## src/hdl/cl_consts.svh

```systemverilog
// Address map, depths and widths of the core-local peripheral block; include where needed
`ifndef CL_CONSTS_SVH
`define CL_CONSTS_SVH

// Bus widths
`define CL_ADDR_W 32
`define CL_ERR_BITS 2

// Interrupt sources
`define CL_NUM_IRQS 10
`define CL_NUM_TIMER_IRQS 2

// Tracker and log depths
`define CL_MAX_OUTSTANDING 2
`define CL_NUM_STORED_ERRS 8

// Peripheral address map
`define CL_PERIPH_BASE 32'h0020_0000
`define CL_INSTR_ERR_OFFSET 32'h0000_2000
`define CL_DATA_ERR_OFFSET 32'h0000_3000
`define CL_SHADOW_ERR_OFFSET 32'h0000_4000
`define CL_WINDOW_SIZE 32'h0000_1000

// Read value for unmapped addresses
`define CL_ERR_RDATA 32'hBADC_AB1E

`endif

```

## src/hdl/cl_periph_pkg.sv

```systemverilog
// Bus structs and enums shared by the core-local peripheral RTL and its testbench
`include "cl_consts.svh"

package cl_periph_pkg;

  // Register bus request, valid held until ready
  typedef struct packed {
    logic                  valid;
    logic                  write;
    logic [`CL_ADDR_W-1:0] addr;
    logic [`CL_ADDR_W-1:0] wdata;
  } reg_req_t;

  // Register bus response
  typedef struct packed {
    logic                  ready;
    logic                  error;
    logic [`CL_ADDR_W-1:0] rdata;
  } reg_rsp_t;

  // Observed memory bus, all fields driven from outside
  typedef struct packed {
    logic                    req;
    logic                    gnt;
    logic [`CL_ADDR_W-1:0]   addr;
    logic                    rvalid;
    logic [`CL_ERR_BITS-1:0] err;
  } obi_mon_t;

  typedef struct packed {
    logic [`CL_ADDR_W-1:0]   addr;
    logic [`CL_ERR_BITS-1:0] err;
  } err_rec_t;

  // Word offsets inside an error window
  typedef enum logic [3:0] {
    ERR_ADDR   = 4'h0,
    ERR_CODE   = 4'h4,
    ERR_POP    = 4'h8,
    ERR_STATUS = 4'hC
  } err_reg_e;

  typedef enum logic [1:0] {
    SEL_INSTR  = 2'd0,
    SEL_DATA   = 2'd1,
    SEL_SHADOW = 2'd2,
    SEL_NONE   = 2'd3
  } periph_sel_e;

endpackage

```

## src/hdl/regbus_demux.sv

```systemverilog
// Register bus decoder that routes requests to the three error logs and answers unmapped ones
`timescale 1ns/1ps
`include "cl_consts.svh"

module regbus_demux (
  input  cl_periph_pkg::reg_req_t       reg_req_i,
  output cl_periph_pkg::reg_rsp_t       reg_rsp_o,
  output cl_periph_pkg::reg_req_t [2:0] unit_req_o,
  input  cl_periph_pkg::reg_rsp_t [2:0] unit_rsp_i
);

  import cl_periph_pkg::*;

  periph_sel_e sel;
  logic [2:0]  hit;
  logic [2:0]  unit_valid;

  function automatic logic in_window(input logic [`CL_ADDR_W-1:0] addr,
                                     input logic [`CL_ADDR_W-1:0] offset);
    logic [`CL_ADDR_W-1:0] start_addr;
    start_addr = `CL_PERIPH_BASE + offset;
    return (addr >= start_addr) && (addr < start_addr + `CL_WINDOW_SIZE);
  endfunction

  always_comb begin
    hit[0] = in_window(reg_req_i.addr, `CL_INSTR_ERR_OFFSET);
    hit[1] = in_window(reg_req_i.addr, `CL_DATA_ERR_OFFSET);
    hit[2] = in_window(reg_req_i.addr, `CL_SHADOW_ERR_OFFSET);
    if (hit[0]) begin
      sel = SEL_INSTR;
    end else if (hit[1]) begin
      sel = SEL_DATA;
    end else if (hit[2]) begin
      sel = SEL_SHADOW;
    end else begin
      sel = SEL_NONE;
    end
  end

  // Address and data fan out to all units, only valid is steered
  always_comb begin
    for (int i = 0; i < 3; i++) begin
      unit_valid[i]       = reg_req_i.valid && (sel == periph_sel_e'(i));
      unit_req_o[i]       = reg_req_i;
      unit_req_o[i].valid = unit_valid[i];
    end
  end

  always_comb begin
    case (sel)
      SEL_INSTR:  reg_rsp_o = unit_rsp_i[0];
      SEL_DATA:   reg_rsp_o = unit_rsp_i[1];
      SEL_SHADOW: reg_rsp_o = unit_rsp_i[2];
      default: begin
        // Former TCLS/CLIC windows land here too
        reg_rsp_o.ready = reg_req_i.valid;
        reg_rsp_o.error = 1'b1;
        reg_rsp_o.rdata = `CL_ERR_RDATA;
      end
    endcase
  end

  // Overlapping windows would be hidden by the priority decode
  always_comb begin
    assert ($onehot0(hit))
      else $error("regbus_demux: address falls in more than one unit window");
  end

endmodule

```

## src/hdl/obi_txn_tracker.sv

```systemverilog
// Tracks granted memory bus addresses until their responses return and flags error responses
`timescale 1ns/1ps
`include "cl_consts.svh"

module obi_txn_tracker (
  input  logic                    clk_i,
  input  logic                    reset_i,
  input  cl_periph_pkg::obi_mon_t bus_i,
  output logic                    err_valid_o,
  output cl_periph_pkg::err_rec_t err_rec_o
);

  localparam int unsigned DEPTH = `CL_MAX_OUTSTANDING;
  localparam int unsigned PTR_W = $clog2(DEPTH);
  localparam int unsigned CNT_W = $clog2(DEPTH + 1);

  logic [`CL_ADDR_W-1:0] addr_q [DEPTH];
  logic [PTR_W-1:0]      wr_ptr_q;
  logic [PTR_W-1:0]      rd_ptr_q;
  logic [CNT_W-1:0]      count_q;
  logic                  push;
  logic                  pop;

  function automatic logic [PTR_W-1:0] ptr_inc(input logic [PTR_W-1:0] ptr);
    return (ptr == PTR_W'(DEPTH - 1)) ? '0 : ptr + 1'b1;
  endfunction

  assign push = bus_i.req && bus_i.gnt;
  assign pop  = bus_i.rvalid && (count_q != '0);

  // Responses come back in order, so the head is always the matching address
  assign err_valid_o    = bus_i.rvalid && (bus_i.err != '0);
  assign err_rec_o.addr = addr_q[rd_ptr_q];
  assign err_rec_o.err  = bus_i.err;

  always_ff @(posedge clk_i) begin
    if (reset_i) begin
      wr_ptr_q <= '0;
      rd_ptr_q <= '0;
      count_q  <= '0;
    end else begin
      if (push) begin
        wr_ptr_q <= ptr_inc(wr_ptr_q);
      end
      if (pop) begin
        rd_ptr_q <= ptr_inc(rd_ptr_q);
      end
      count_q <= count_q + CNT_W'(push) - CNT_W'(pop);
    end
  end

  always_ff @(posedge clk_i) begin
    if (push) begin
      addr_q[wr_ptr_q] <= bus_i.addr;
    end
  end

  // Bus must respect the outstanding limit
  assert property (@(posedge clk_i) disable iff (reset_i)
    bus_i.rvalid |-> (count_q != '0))
    else $error("obi_txn_tracker: response without outstanding request");

  assert property (@(posedge clk_i) disable iff (reset_i)
    (push && (count_q == CNT_W'(DEPTH))) |-> bus_i.rvalid)
    else $error("obi_txn_tracker: grant beyond outstanding depth");

endmodule

```

## src/hdl/bus_err_log.sv

```systemverilog
// Error record FIFO with interrupt and register access for one memory bus
`timescale 1ns/1ps
`include "cl_consts.svh"

module bus_err_log (
  input  logic                    clk_i,
  input  logic                    reset_i,
  input  logic                    err_valid_i,
  input  cl_periph_pkg::err_rec_t err_rec_i,
  input  cl_periph_pkg::reg_req_t reg_req_i,
  output cl_periph_pkg::reg_rsp_t reg_rsp_o,
  output logic                    err_irq_o
);

  import cl_periph_pkg::*;

  localparam int unsigned DEPTH = `CL_NUM_STORED_ERRS;
  localparam int unsigned PTR_W = $clog2(DEPTH);
  localparam int unsigned CNT_W = $clog2(DEPTH + 1);

  err_rec_t         fifo_q [DEPTH];
  logic [PTR_W-1:0] wr_ptr_q;
  logic [PTR_W-1:0] rd_ptr_q;
  logic [CNT_W-1:0] count_q;
  logic             ovf_q;
  logic             full;
  logic             empty;
  logic             push;
  logic             pop;
  err_reg_e         reg_sel;
  err_rec_t         head;

  function automatic logic [PTR_W-1:0] ptr_inc(input logic [PTR_W-1:0] ptr);
    return (ptr == PTR_W'(DEPTH - 1)) ? '0 : ptr + 1'b1;
  endfunction

  assign full    = (count_q == CNT_W'(DEPTH));
  assign empty   = (count_q == '0);
  assign reg_sel = err_reg_e'(reg_req_i.addr[3:0]);
  assign head    = fifo_q[rd_ptr_q];

  assign pop  = reg_req_i.valid && reg_req_i.write && (reg_sel == ERR_POP) && !empty;
  // When full, new records are dropped unless a pop frees a slot
  assign push = err_valid_i && (!full || pop);

  assign err_irq_o = !empty;

  always_ff @(posedge clk_i) begin
    if (reset_i) begin
      wr_ptr_q <= '0;
      rd_ptr_q <= '0;
      count_q  <= '0;
      ovf_q    <= 1'b0;
    end else begin
      if (push) begin
        wr_ptr_q <= ptr_inc(wr_ptr_q);
      end
      if (pop) begin
        rd_ptr_q <= ptr_inc(rd_ptr_q);
      end
      count_q <= count_q + CNT_W'(push) - CNT_W'(pop);
      // Sticky until reset
      if (err_valid_i && !push) begin
        ovf_q <= 1'b1;
      end
    end
  end

  always_ff @(posedge clk_i) begin
    if (push) begin
      fifo_q[wr_ptr_q] <= err_rec_i;
    end
  end

  // Register reads, writes other than pop have no effect
  always_comb begin
    reg_rsp_o.ready = reg_req_i.valid;
    reg_rsp_o.error = 1'b0;
    reg_rsp_o.rdata = '0;
    case (reg_sel)
      ERR_ADDR: begin
        if (!empty) begin
          reg_rsp_o.rdata = head.addr;
        end
      end
      ERR_CODE: begin
        if (!empty) begin
          reg_rsp_o.rdata[`CL_ERR_BITS-1:0] = head.err;
        end
      end
      ERR_STATUS: begin
        reg_rsp_o.rdata[CNT_W-1:0] = count_q;
        reg_rsp_o.rdata[8]         = ovf_q;
      end
      default: reg_rsp_o.rdata = '0;
    endcase
  end

  assert property (@(posedge clk_i) disable iff (reset_i)
    count_q <= CNT_W'(DEPTH))
    else $error("bus_err_log: count above depth");

endmodule

```

## src/hdl/core_periph_top.sv

```systemverilog
// Core-local peripheral block with bus error logs, register demux and interrupt vector
`timescale 1ns/1ps
`include "cl_consts.svh"

module core_periph_top (
  input  logic                          clk_i,
  input  logic                          reset_i,
  input  logic [`CL_NUM_IRQS-1:0]       irqs_i,
  input  logic [`CL_NUM_TIMER_IRQS-1:0] timer_irqs_i,
  input  cl_periph_pkg::obi_mon_t       instr_bus_i,
  input  cl_periph_pkg::obi_mon_t       data_bus_i,
  input  cl_periph_pkg::obi_mon_t       shadow_bus_i,
  input  cl_periph_pkg::reg_req_t       reg_req_i,
  output cl_periph_pkg::reg_rsp_t       reg_rsp_o,
  output logic [31:0]                   core_irq_o
);

  import cl_periph_pkg::*;

  // Index 0 instr, 1 data, 2 shadow, as in periph_sel_e
  obi_mon_t [2:0] mon_bus;
  logic     [2:0] trk_err_valid;
  err_rec_t [2:0] trk_err_rec;
  reg_req_t [2:0] unit_req;
  reg_rsp_t [2:0] unit_rsp;
  logic     [2:0] bus_err_irq;

  assign mon_bus = {shadow_bus_i, data_bus_i, instr_bus_i};

  regbus_demux i_regbus_demux (
    .reg_req_i  ( reg_req_i ),
    .reg_rsp_o  ( reg_rsp_o ),
    .unit_req_o ( unit_req  ),
    .unit_rsp_i ( unit_rsp  )
  );

  for (genvar i = 0; i < 3; i++) begin : gen_bus_err
    obi_txn_tracker i_tracker (
      .clk_i       ( clk_i            ),
      .reset_i     ( reset_i          ),
      .bus_i       ( mon_bus[i]       ),
      .err_valid_o ( trk_err_valid[i] ),
      .err_rec_o   ( trk_err_rec[i]   )
    );

    bus_err_log i_log (
      .clk_i       ( clk_i            ),
      .reset_i     ( reset_i          ),
      .err_valid_i ( trk_err_valid[i] ),
      .err_rec_i   ( trk_err_rec[i]   ),
      .reg_req_i   ( unit_req[i]      ),
      .reg_rsp_o   ( unit_rsp[i]      ),
      .err_irq_o   ( bus_err_irq[i]   )
    );
  end

  // CLIC-less forwarding layout, bit 21 (resynch) unused
  always_comb begin
    core_irq_o                               = '0;
    core_irq_o[22 +: `CL_NUM_IRQS]           = irqs_i;
    core_irq_o[20:18]                        = bus_err_irq;
    core_irq_o[16 +: `CL_NUM_TIMER_IRQS]     = timer_irqs_i;
    // mtip
    core_irq_o[7]                            = timer_irqs_i[0];
  end

endmodule

```

## config.mk

```make
export PLATFORM = sky130hd
export DESIGN_NAME = core_periph_top
export DESIGN_NICKNAME = d
export VERILOG_FILES = /design/src/hdl/cl_periph_pkg.sv /design/src/hdl/regbus_demux.sv /design/src/hdl/obi_txn_tracker.sv /design/src/hdl/bus_err_log.sv /design/src/hdl/core_periph_top.sv
export VERILOG_INCLUDE_DIRS = /design/src /design/src/hdl
export SDC_FILE = /design/constraint.sdc
export NUM_CORES = 1
export LEC_CHECK = 0
export ABC_AREA = 1
export BUFFER_PORTS_ARGS = -buffer_cell sky130_fd_sc_hd__buf_2
export CAP_MARGIN = 20
export CORE_ASPECT_RATIO = 1.2
export CORE_MARGIN = 4
export CORE_UTILIZATION = 60
export DETAILED_ROUTE_END_ITERATION = 10
export PLACE_DENSITY_LB_ADDON = 0.3
export SLEW_MARGIN = 5
export SYNTH_ARGS = -nofsm -noshare
export SYNTH_HDL_FRONTEND = slang
export SYNTH_SLANG_ARGS = --single-unit
```

## constraint.sdc

```tcl
create_clock -name clk_i -period 4.2 [get_ports clk_i]
set_input_delay 0.21 -clock clk_i [delete_from_list [all_inputs] [get_ports clk_i]]
set_output_delay 0.21 -clock clk_i [all_outputs]
set_load 0.1 [all_outputs]
```

; Word-level counts from Yosys, hierarchy flattened
; Memories as Yosys holds them, arrays and structs flattened. A register that Yosys moved wholly into a read port is not among the register bits.
; Cells that the tools add are included.
[word_totals]
regBits = 45
ramBits = 1008
input_bits = 191
out_inout_bits = 66
wordCells = 185
mem_count = 6
[memory_table]
columns = memory, words, width, rd, rd_ports_with_merged_regs, wr, line_no
row1 = gen_bus_err[0].i_log.fifo_q, 8, 34, 1, 1, 1, bus_err_log.sv:21  ; err_rec_t fifo_q [DEPTH];
row2 = gen_bus_err[1].i_log.fifo_q, 8, 34, 1, 1, 1, bus_err_log.sv:21
row3 = gen_bus_err[2].i_log.fifo_q, 8, 34, 1, 1, 1, bus_err_log.sv:21
row4 = gen_bus_err[0].i_tracker.addr_q, 2, 32, 1, 1, 1, obi_txn_tracker.sv:17  ; logic [`CL_ADDR_W-1:0] addr_q [DEPTH];
row5 = gen_bus_err[1].i_tracker.addr_q, 2, 32, 1, 1, 1, obi_txn_tracker.sv:17
row6 = gen_bus_err[2].i_tracker.addr_q, 2, 32, 1, 1, 1, obi_txn_tracker.sv:17
[classes]
add_sub_neg = 24
order_cmp = 6
n_eq_ne = 14
muxes = 61
n_reduce_logical = 53
[ops]
columns = operator, n
row1 = $pmux 34 s3, 1
row2 = $ge 32x22->1 const B, 3
row3 = $lt 32x22->1 const B, 3
row4 = $mux 32, 3
row5 = $mux 23, 3
row6 = $mux 3, 12
row7 = $logic_and 1x1->1, 30
row8 = $mux 1, 25
row9 = $eq 4x4->1 const B, 5
row10 = $add 3x1->3 const B, 6
row11 = $eq 3x3->1 const B, 6
row12 = $pmux 2 s3, 3
row13 = $logic_not 4->1, 4
row14 = $add 4x1->4, 3
row15 = $mux 4, 3
row16 = $pmux 2 s2, 3
row17 = $reduce_bool 2->1, 6
row18 = $sub 4x1->4, 3
row19 = $mux 2, 5
row20 = $logic_not 1->1, 9
row21 = $add 1x1->1 const B, 6
row22 = $add 2x1->2, 3
row23 = $pmux 1 s2, 3
row24 = $sub 2x1->2, 3
row25 = 5 further kinds, 7

; Logic depth before layout (Yosys ltp)
; Gate-level depths: netlist of run 1.
[depth]
depth_word = 14
depth_mapped = 15
ltp_nobuf = 15

; Cells and area by module
; A second synthesis of run 1 with hierarchy kept.
[unflattened]
cells_unflattened = 3790
hier_area_um2 = 46057.9
[modules_own_cells]
columns = mod, instances, cells_per_inst, area_each_um2
row1 = bus_err_log at gen_bus_err[2].i_log, 1, 947, 11613.6
row2 = bus_err_log at gen_bus_err[1].i_log, 1, 947, 11608.6
row3 = bus_err_log at gen_bus_err[0].i_log, 1, 947, 11601.1
row4 = obi_txn_tracker, 3, 142, 2727.6
row5 = regbus_demux, 1, 493, 2830.2
row6 = core_periph_top, 1, 30, 221.5

; Worst setup path after synthesis of run 1
; No wires, ideal clock.
[synth_timing]
kind = flip-flop to flip-flop
startpoint = register gen_bus_err[1].i_log.count_q[2]
endpoint = memory gen_bus_err[1].i_log.fifo_q[1][0] (netlist name), enable pin
setup_ps = 425
t_arrival_ps = 2743
t_required_ps = 3775
slack_ps = 1032
path_stages_with_launch = 12
period_less_slack_ps = 3168
path_cell_list = dfxtp_1 -> inv_1 -> ha_1 -> nand2_1 -> inv_1 -> nor2_2 -> nand3_2 -> nand2_4 -> nand2_4 -> inv_1 -> nand2_1 -> nor2_1
[synth_via]
elab_chain_cells = 7
word_cells_on_any_way = 9
classes_between = eq/ne (1) / mux (2) / reduce/logical (6)
[synth_lines]
columns = element, line_no
row1 = from (decl), bus_err_log.sv:24  ; logic [CNT_W-1:0] count_q;
row2 = from (signal assigned), bus_err_log.sv:61  ; count_q <= count_q + CNT_W'(push) - CNT_W'(pop);
row3 = $logic_not 4->1, bus_err_log.sv:38  ; assign empty = (count_q == '0);
row4 = $logic_not 1->1, n/a
row5 = net gen_bus_err[1].i_log.err_irq_o, bus_err_log.sv:12  ; output logic err_irq_o
row6 = $logic_and 1x1->1, bus_err_log.sv:42  ; assign pop = reg_req_i.valid && reg_req_i.write && (reg_sel == ERR_POP) && !empty;
row7 = $logic_or 1x1->1, bus_err_log.sv:44  ; assign push = err_valid_i && (!full || pop);
row8 = $logic_and 1x1->1, bus_err_log.sv:44
row9 = net gen_bus_err[1].i_log.push, bus_err_log.sv:28  ; logic push;
row10 = $mux 1, bus_err_log.sv:70  ; if (push) begin
row11 = $mux 1 (not written as such), bus_err_log.sv:71  ; fifo_q[wr_ptr_q] <= err_rec_i;
row12 = to (decl), bus_err_log.sv:21
; The timed path passes the listed nets, and every way through them passes these cells.

==> results of run 1 <==
## registers in the layout, indices dropped and copies added, names as in the netlist, named ones only
register and cells:
gen_bus_err.i_log.rd_ptr_q 9, gen_bus_err.i_log.count_q 12, gen_bus_err.i_log.ovf_q 3, gen_bus_err.i_tracker.count_q 6, gen_bus_err.i_tracker.addr_q 192, gen_bus_err.i_log.fifo_q 816, gen_bus_err.i_log.wr_ptr_q 9, gen_bus_err.i_tracker.rd_ptr_q 3
gen_bus_err.i_tracker.wr_ptr_q 3
## report_power, final
part	total, uW	switching (uW)	internal, uW
registers	12800	170	12600
clock network	8860	3750	5110
logic	2520	1770	758
total	24200	5680	18500
## worst max-delay path, delay by kind of cell, from the launching register on
kind,cells,cell delay (ns)
simple gates,4,1.27
flops,1,0.34
compound gates,1,0.46
fa+ha+maj,1,0.20
buf+inv,4,0.78
## per-stage QoR
step / instances / worst slack [ns] / total power, uW / utilization, % / hold slack, ns
3_5_place_dp: 4158 / 0.969 / 15400 / 63.5 / 0.401
3_3_place_gp: 4158 / 1.05 / 15300 / 63.5 / 0.397
5_1_grt: 4445 / 0.0992 / 25000 / 69.7 / 0.0856
6_report: 4447 / 0.243 / 24200 / 69.7 / 0.0730
4_1_cts: 4443 / 0.255 / 24200 / 69.6 / 0.0398
2_1_floorplan: 3210 / 1.03 / 14700 / - / 0.309
## layout make-up
class                      count  area, sq um
sequential                  1065        31400
fill                        4463        21200
multi-input combinational   1829         9950
clock buffer                 125         2670
timing repair buffer         350         2570
tap                          918         1150
clock inverter                56          561
inverter                     102          388
antenna                        2         5.00
## cells by family (layout without fill, tap and decap cells)
kind of cell | count (synthesis) | count (layout) | synth area share [%]
compound gates | 585 | 585 | 8.01
xor+xnor | 6 | 6 | 0.124
fa+ha+maj | 38 | 38 | 1.17
buf+inv | 316 | 633 | 3.29
flops | 1065 | 1065 | 73.9
mux | 96 | 96 | 2.54
other cells | 1 | 18 | 0.00883
simple gates | 1088 | 1088 | 10.9
## worst paths after layout
path / start / endpoint / slack, ns / cells after the start
worst max-delay path: gen_bus_err[0].i_log.count_q[2]$_SDFF_PP0_ / reg_rsp_o[10] / 0.24 / 10
worst min-delay path: data_bus_i[2] / register / 0.07 / 3
worst max register to register: gen_bus_err[1].i_log.count_q[2]$_SDFF_PP0_ / gen_bus_err[1].i_log.fifo_q[7][27]$_DFFE_PP_ / 1.38 / 12
worst min register to register: gen_bus_err[2].i_tracker.count_q[1]$_SDFF_PP0_ / gen_bus_err[2].i_tracker.count_q[1]$_SDFF_PP0_ / 0.45 / 1
## cells in the mapped netlist, types with 8 or more instances
| library cell | instances |
|---|---|
| nand3_1 | 177 |
| o22ai_1 | 89 |
| nor2_1 | 449 |
| edfxtp_1 | 1008 |
| nand2_1 | 380 |
| ha_1 | 35 |
| o2111ai_1 | 13 |
| buf_1 | 18 |
| nand2_2 | 10 |
| o21ai_0 | 361 |
| nand4_1 | 27 |
| inv_1 | 95 |
| buf_2 | 58 |
| o221ai_1 | 51 |
| a21oi_1 | 25 |
| o211ai_1 | 31 |
| clkbuf_1 | 102 |
| mux2_2 | 96 |
| buf_4 | 35 |
| nor2_2 | 8 |
| dfxtp_1 | 57 |
## what timing repair did
action	4_1_cts	5_1_grt
endpoints found under the hold margin	244	0
endpoints found under the setup margin	0	0
hold buffers	104	0
gates resized for setup	0	0
## per-layer routing
layer  GRT usage, %  part of all wire, %
met4           11.7                  4.2
met1           34.4                   37
met5              0                0.013
met3           5.20                  9.9
met2           44.3                   49
==> metrics, run 1 <==
outcome=completed; commonest non-fill, non-tap cell in the layout=edfxtp_1; Pwr per Cell Area=496 nW/um^2; clock tree sinks=1,065; first-pass GRT wire length=153 mm; RSZ-0062 raised after global routing=false; grt ovf=0; Main synth FF type=edfxtp_1; largest net degree at the start of global routing=75; area share of the largest cell type after synthesis=71.2%; dpl hpwl=just over 60 mm; initial antenna violation count=3; mean area per synthesized cell=13.3 sq um; CTS tree=built; Inserted Clock Buffers=98; die height=about 300 microns; Die ar.=75,200 sq um; final RePlAce weighted congestion=0.878; most frequent CP cell=inv_1; CP required=3.99 ns; Synth cell types=47; Layout area overhead=14.7%; CTS max path bufs=3; first drt pass iteration count=5; WL final=102 mm; insertion delay to the later sink of the worst-skew pair=0.66 ns; cells along the critical path=inv_1 > ha_1 > nand2_1 > inv_1 > nor2_1 > inv_1 > nor2_8 > o211ai_1 > nand3_1 > buf_2; synth top area cells=edfxtp_1 71%, o21ai_0 4.3%, nor2_1 4.0%, nand2_1 3.4%, dfxtp_1 2.7%; setup_tns=0 ns; post-route ant nets=0; drt drc=0; GRT Util Overall=26.6%; Post-DP Area=approximately 44,000 sq um; slowest stage delay, CP=~0.48 ns; final net count=3,675; CTS root buffer=clkbuf_16; final worst-path cycle share=94.2%; Setup Crit Path Kind=reg -> out; # setup viols final=0; max frequency=253 MHz; yosys warns=0; post-route cell area=48,700 sq um; Syn Inst Count=3,195; crit path DAT=3.75 ns; worst clock skew=roughly 0.024 ns; Slew HR=31.9%; via count=27,108; Synth async-reset ratio=0%; Hold Path Class=in -> reg; Lkg Pwr=0.0169 uW; Row Count=106; Worst Setup End Kind=output pin; layout cells sized above 1=16.1%; routed len/inst=approximately 23 microns; clock slew at reported path FFs=0.06 ns; Post-Syn Area=42,500 sq um; Post-synth EDFFs=just over 1,000; Startpoint Class=register; Die W=251 microns; count of pins over their slew limit=0; crit-path max FO=27; most frequent cells in the layout=1,008 x edfxtp_1, 423 x nor2_1, 380 x nand2_1, 361 x o21ai_0, 177 x nand3_1; sequential-to-total area share from yosys stat=about three quarters; Initial Util=60.8%; area leader, netlist=edfxtp_1; vias in the first global route=approximately 27,000; Yosys reg bits=1,065; worst slew pin tran=1.02 ns; Core ar.=roughly 70,000 sq um; Peak VDD IR=between 0.0003 and 0.0004 V; fin crit period=around 4.0 ns; Hold Fails Final Rpt=0; number of I/O pins=257; count of buffers from port buffering=175; Post-CTS Setup Bufs=0; crit path max-delay cell type=nor2_8; initial DRC count=2,774; vias per cell=6.10; Max Cap Viol=0; H-tree Lvls=3
No activity file was read; power rests on OpenSTA's default activity.
==> run 2, diff against run 1 <==
ABC_AREA = default   (was 1)
==> run 2 against run 1 <==
Effect of this change:
- die area fell by 2.6%
- clock power is 2.7% lower
- register-to-register slack worse by 0.49 ns
- clock-buffer cell count rose by 11
- final area fell by 0.83%
- wire length is 12% lower
- synthesized area decreased by 2.7%
- critical endpoint is now reg_rsp_o[13]
- highest routed layer unchanged
==> metrics, run 2 <==
outcome=completed; CP required=around 4.0 ns; H-tree Lvls=3; utilization of the core after routing=a little over 70%; cells along the critical path=buf_4 > mux4_2 > mux2_2 > a21oi_1 > o221ai_1 > buf_12; final RePlAce weighted congestion=0.866; Startpoint Class=register; final worst-path cycle share=slightly above 90%; Post-synth top cells=1,008 x edfxtp_1, 204 x mux4_2, 123 x mux2_2, 73 x mux2i_1, 58 x clkbuf_1; crit path max-delay cell type=dfxtp_4; sequential-to-total area share from yosys stat=76.0%; post-synthesis mux area share=16.2%; pre-CTS WS=0.624 ns; final net count=~2,600; Slew HR=39.9%; clock slew at reported path FFs=0.06 ns; Yosys reg bits=1,065; number of I/O pins=257; final worst setup slack=between 0.3 and 0.4 ns; max frequency=about 260 MHz; worst clock skew=0.0231 ns; XOR/XNOR Fraction of Synth Area=less than 1%; Initial Util=60.5%; slowest stage delay, CP=0.73 ns; CTS tree=built; crit path DAT=3.65 ns; Layout area overhead=16.9%; Setup Crit Path Kind=reg -> out; RSZ-0062 raised after global routing=false; # setup viols final=0; Post-CTS Setup Bufs=0; Synth Area in Compound Gates=2.00%; fin crit period=3.86 ns; Adder-Cell Fraction of Synth Area=under 10%; crit-path max FO=30; first drt pass iteration count=5; most common cell in the netlist=edfxtp_1; WL final=89.7 mm; Hold Fails Final Rpt=0; GRT Util Overall=around a quarter; Post-Syn Area=41,300 sq um; yosys warns=0; Main synth FF type=edfxtp_1; initial antenna violation count=1; Inserted Clock Buffers=98; Row Count=105; post-synthesis simple-gate area fraction=2.37%; largest family of logic cells by synthesized area=multiplexers; die height=between 200 and 300 microns; largest net degree at the start of global routing=42; FILL cells=4,052; worst slew pin tran=0.902 ns; drt drc=0; mean area per synthesized cell=20.8 sq um; grt ovf=0; max FFs per register=816; Finished Layout Cells=3,328; Die ar.=~73,000 sq um; area share of the largest cell type after synthesis=between 70% and 80%; Synth async-reset ratio=0%; routed len/inst=26.9 microns; initial DRC count=2,031; most frequent cells in the layout=1,008 x edfxtp_1, 204 x mux4_2, 153 x buf_2, 123 x mux2_2, 110 x dlygate4sd3_1; Worst Setup End Kind=output pin; Max Cap Viol=0; Lkg Pwr=0.0156 uW; placed cells=3,033; Syn Inst Count=about 2,000; Die W=248 microns; synth top area cells=edfxtp_1 73%, mux4_2 11%, mux2_2 3.4%, dfxtp_1 2.8%, mux2i_1 1.8%; vias in the first global route=21,355; first-pass GRT wire length=134 mm; Synth cell types=63; WP buf/inv=2; area leader, netlist=edfxtp_1; vias per cell=between 6 and 7; commonest non-fill, non-tap cell in the layout=edfxtp_1; count of buffers from port buffering=175; Top reg by flops=gen_bus_err.i_log.fifo_q; CTS max path bufs=3; count of pins over their slew limit=0; worst hold slack=0.0378 ns; via count=around 21,000; dpl hpwl=between 50 and 60 mm; Pwr per Cell Area=494 nW/um^2; biggest registers after layout=gen_bus_err.i_log.fifo_q: 816 flops, gen_bus_err.i_tracker.addr_q: 192 flops, gen_bus_err.i_log.count_q: 12 flops; Hold Path Class=in -> reg; CTS root buffer=clkbuf_16; clock tree sinks=approximately 1,100; Peak VDD IR=0.000356 V; insertion delay to the later sink of the worst-skew pair=0.66 ns; post-route ant nets=0; CP top delay family=multiplexers; layout cells sized above 1=32.1%; Core ar.=just under 70,000 sq um; Post-synth EDFFs=1,008
## run 2: cell count changes in the layout (fill, tap and decap cells not counted), moves of 27 or more
cell,change
mux2i_1,+73
o211ai_1,-28
nor2_4,-29
nand3_1,-167
mux2_2,+27
inv_1,-67
o221ai_1,-29
o21ai_0,-353
o22ai_1,-88
nand2_1,-338
nor2_1,-373
mux4_2,+204
## run 2: final timing paths
check,slack [ns],to,from,cells past startpoint
max reg2reg,0.89,gen_bus_err[0].i_log.fifo_q[6][13]$_DFFE_PP_,gen_bus_err[0].i_log.count_q[2]$_SDFF_PP0_,9
max,0.34,reg_rsp_o[13],register,6
min reg2reg,0.48,gen_bus_err[2].i_log.ovf_q$_SDFFE_PP0P_,gen_bus_err[2].i_log.ovf_q$_SDFFE_PP0P_,2
min,0.04,gen_bus_err[1].i_tracker.rd_ptr_q$_SDFFE_PP0P_,data_bus_i[2],4
## run 2: report_power, final
part           total (uW)  internal [uW]  leakage (uW)  switching (uW)
Sequential          12700          12500       0.00962             170
Combinational        2520            897       0.00440            1630
Clock                8620           4850       0.00155            3770
## run 2: layout make-up
cell class,instances,area (sq um),share of cell area (%)
Timing Repair Buffer,362,2990,6.19
Antenna cell,1,2.50,0.00518
Clock inverter,46,435,0.901
Inverter,29,109,0.225
Multi-Input combinational cell,780,9500,19.7
Tap cell,909,1140,2.35
Clock buffer,136,2720,5.62
Sequential cell,1065,31400,65.0
## run 2: what timing repair did
| item | CTS | global route |
|---|---|---|
| resized for setup | 0 | 0 |
| hold buffers | 110 | 0 |
| endpoints found under the hold margin | 251 | 0 |
## run 2: metrics by stage
step / area, sq um / total power, uW / setup TNS (ns)
2_1_floorplan: 41500 / 14600 / -104.74
3_3_place_gp: 44000 / 15200 / 0
3_5_place_dp: 44000 / 15400 / 0
4_1_cts: 48300 / 24000 / 0
5_1_grt: 48300 / 24700 / 0
6_report: 48300 / 23900 / 0
## run 2: worst reg2reg max path, delay by kind of cell (launching register included)
family                     cells  cell delay [ns]
AOI/OAI and AO/OA              2             0.83
adders and majority gates      1             0.24
buffers and inverters          3             0.78
DFF                            1             0.33
and+or+nand+nor                3             0.73
## run 2: cell families after synthesis
logic type               Yosys count
flip-flops                      1065
AND/OR/NAND/NOR                  190
adder cells (fa/ha/maj)           38
buffers and inverters            158
XOR/XNOR                          18
multiplexers                     400
AO/OA/AOI/OAI                    118
other                              1
## run 2: layer usage
| metal | up-vias | global-route usage (%) | part of all wire [%] |
|---|---|---|---|
| met5 | - | 0 | 0.014 |
| met1 | 10651 | 33.2 | 36 |
| li1 | 8770 | - | - |
| met4 | 2 | 9.30 | 3.5 |
| met2 | 944 | 42.6 | 52 |
| met3 | 149 | 3.74 | 8.1 |
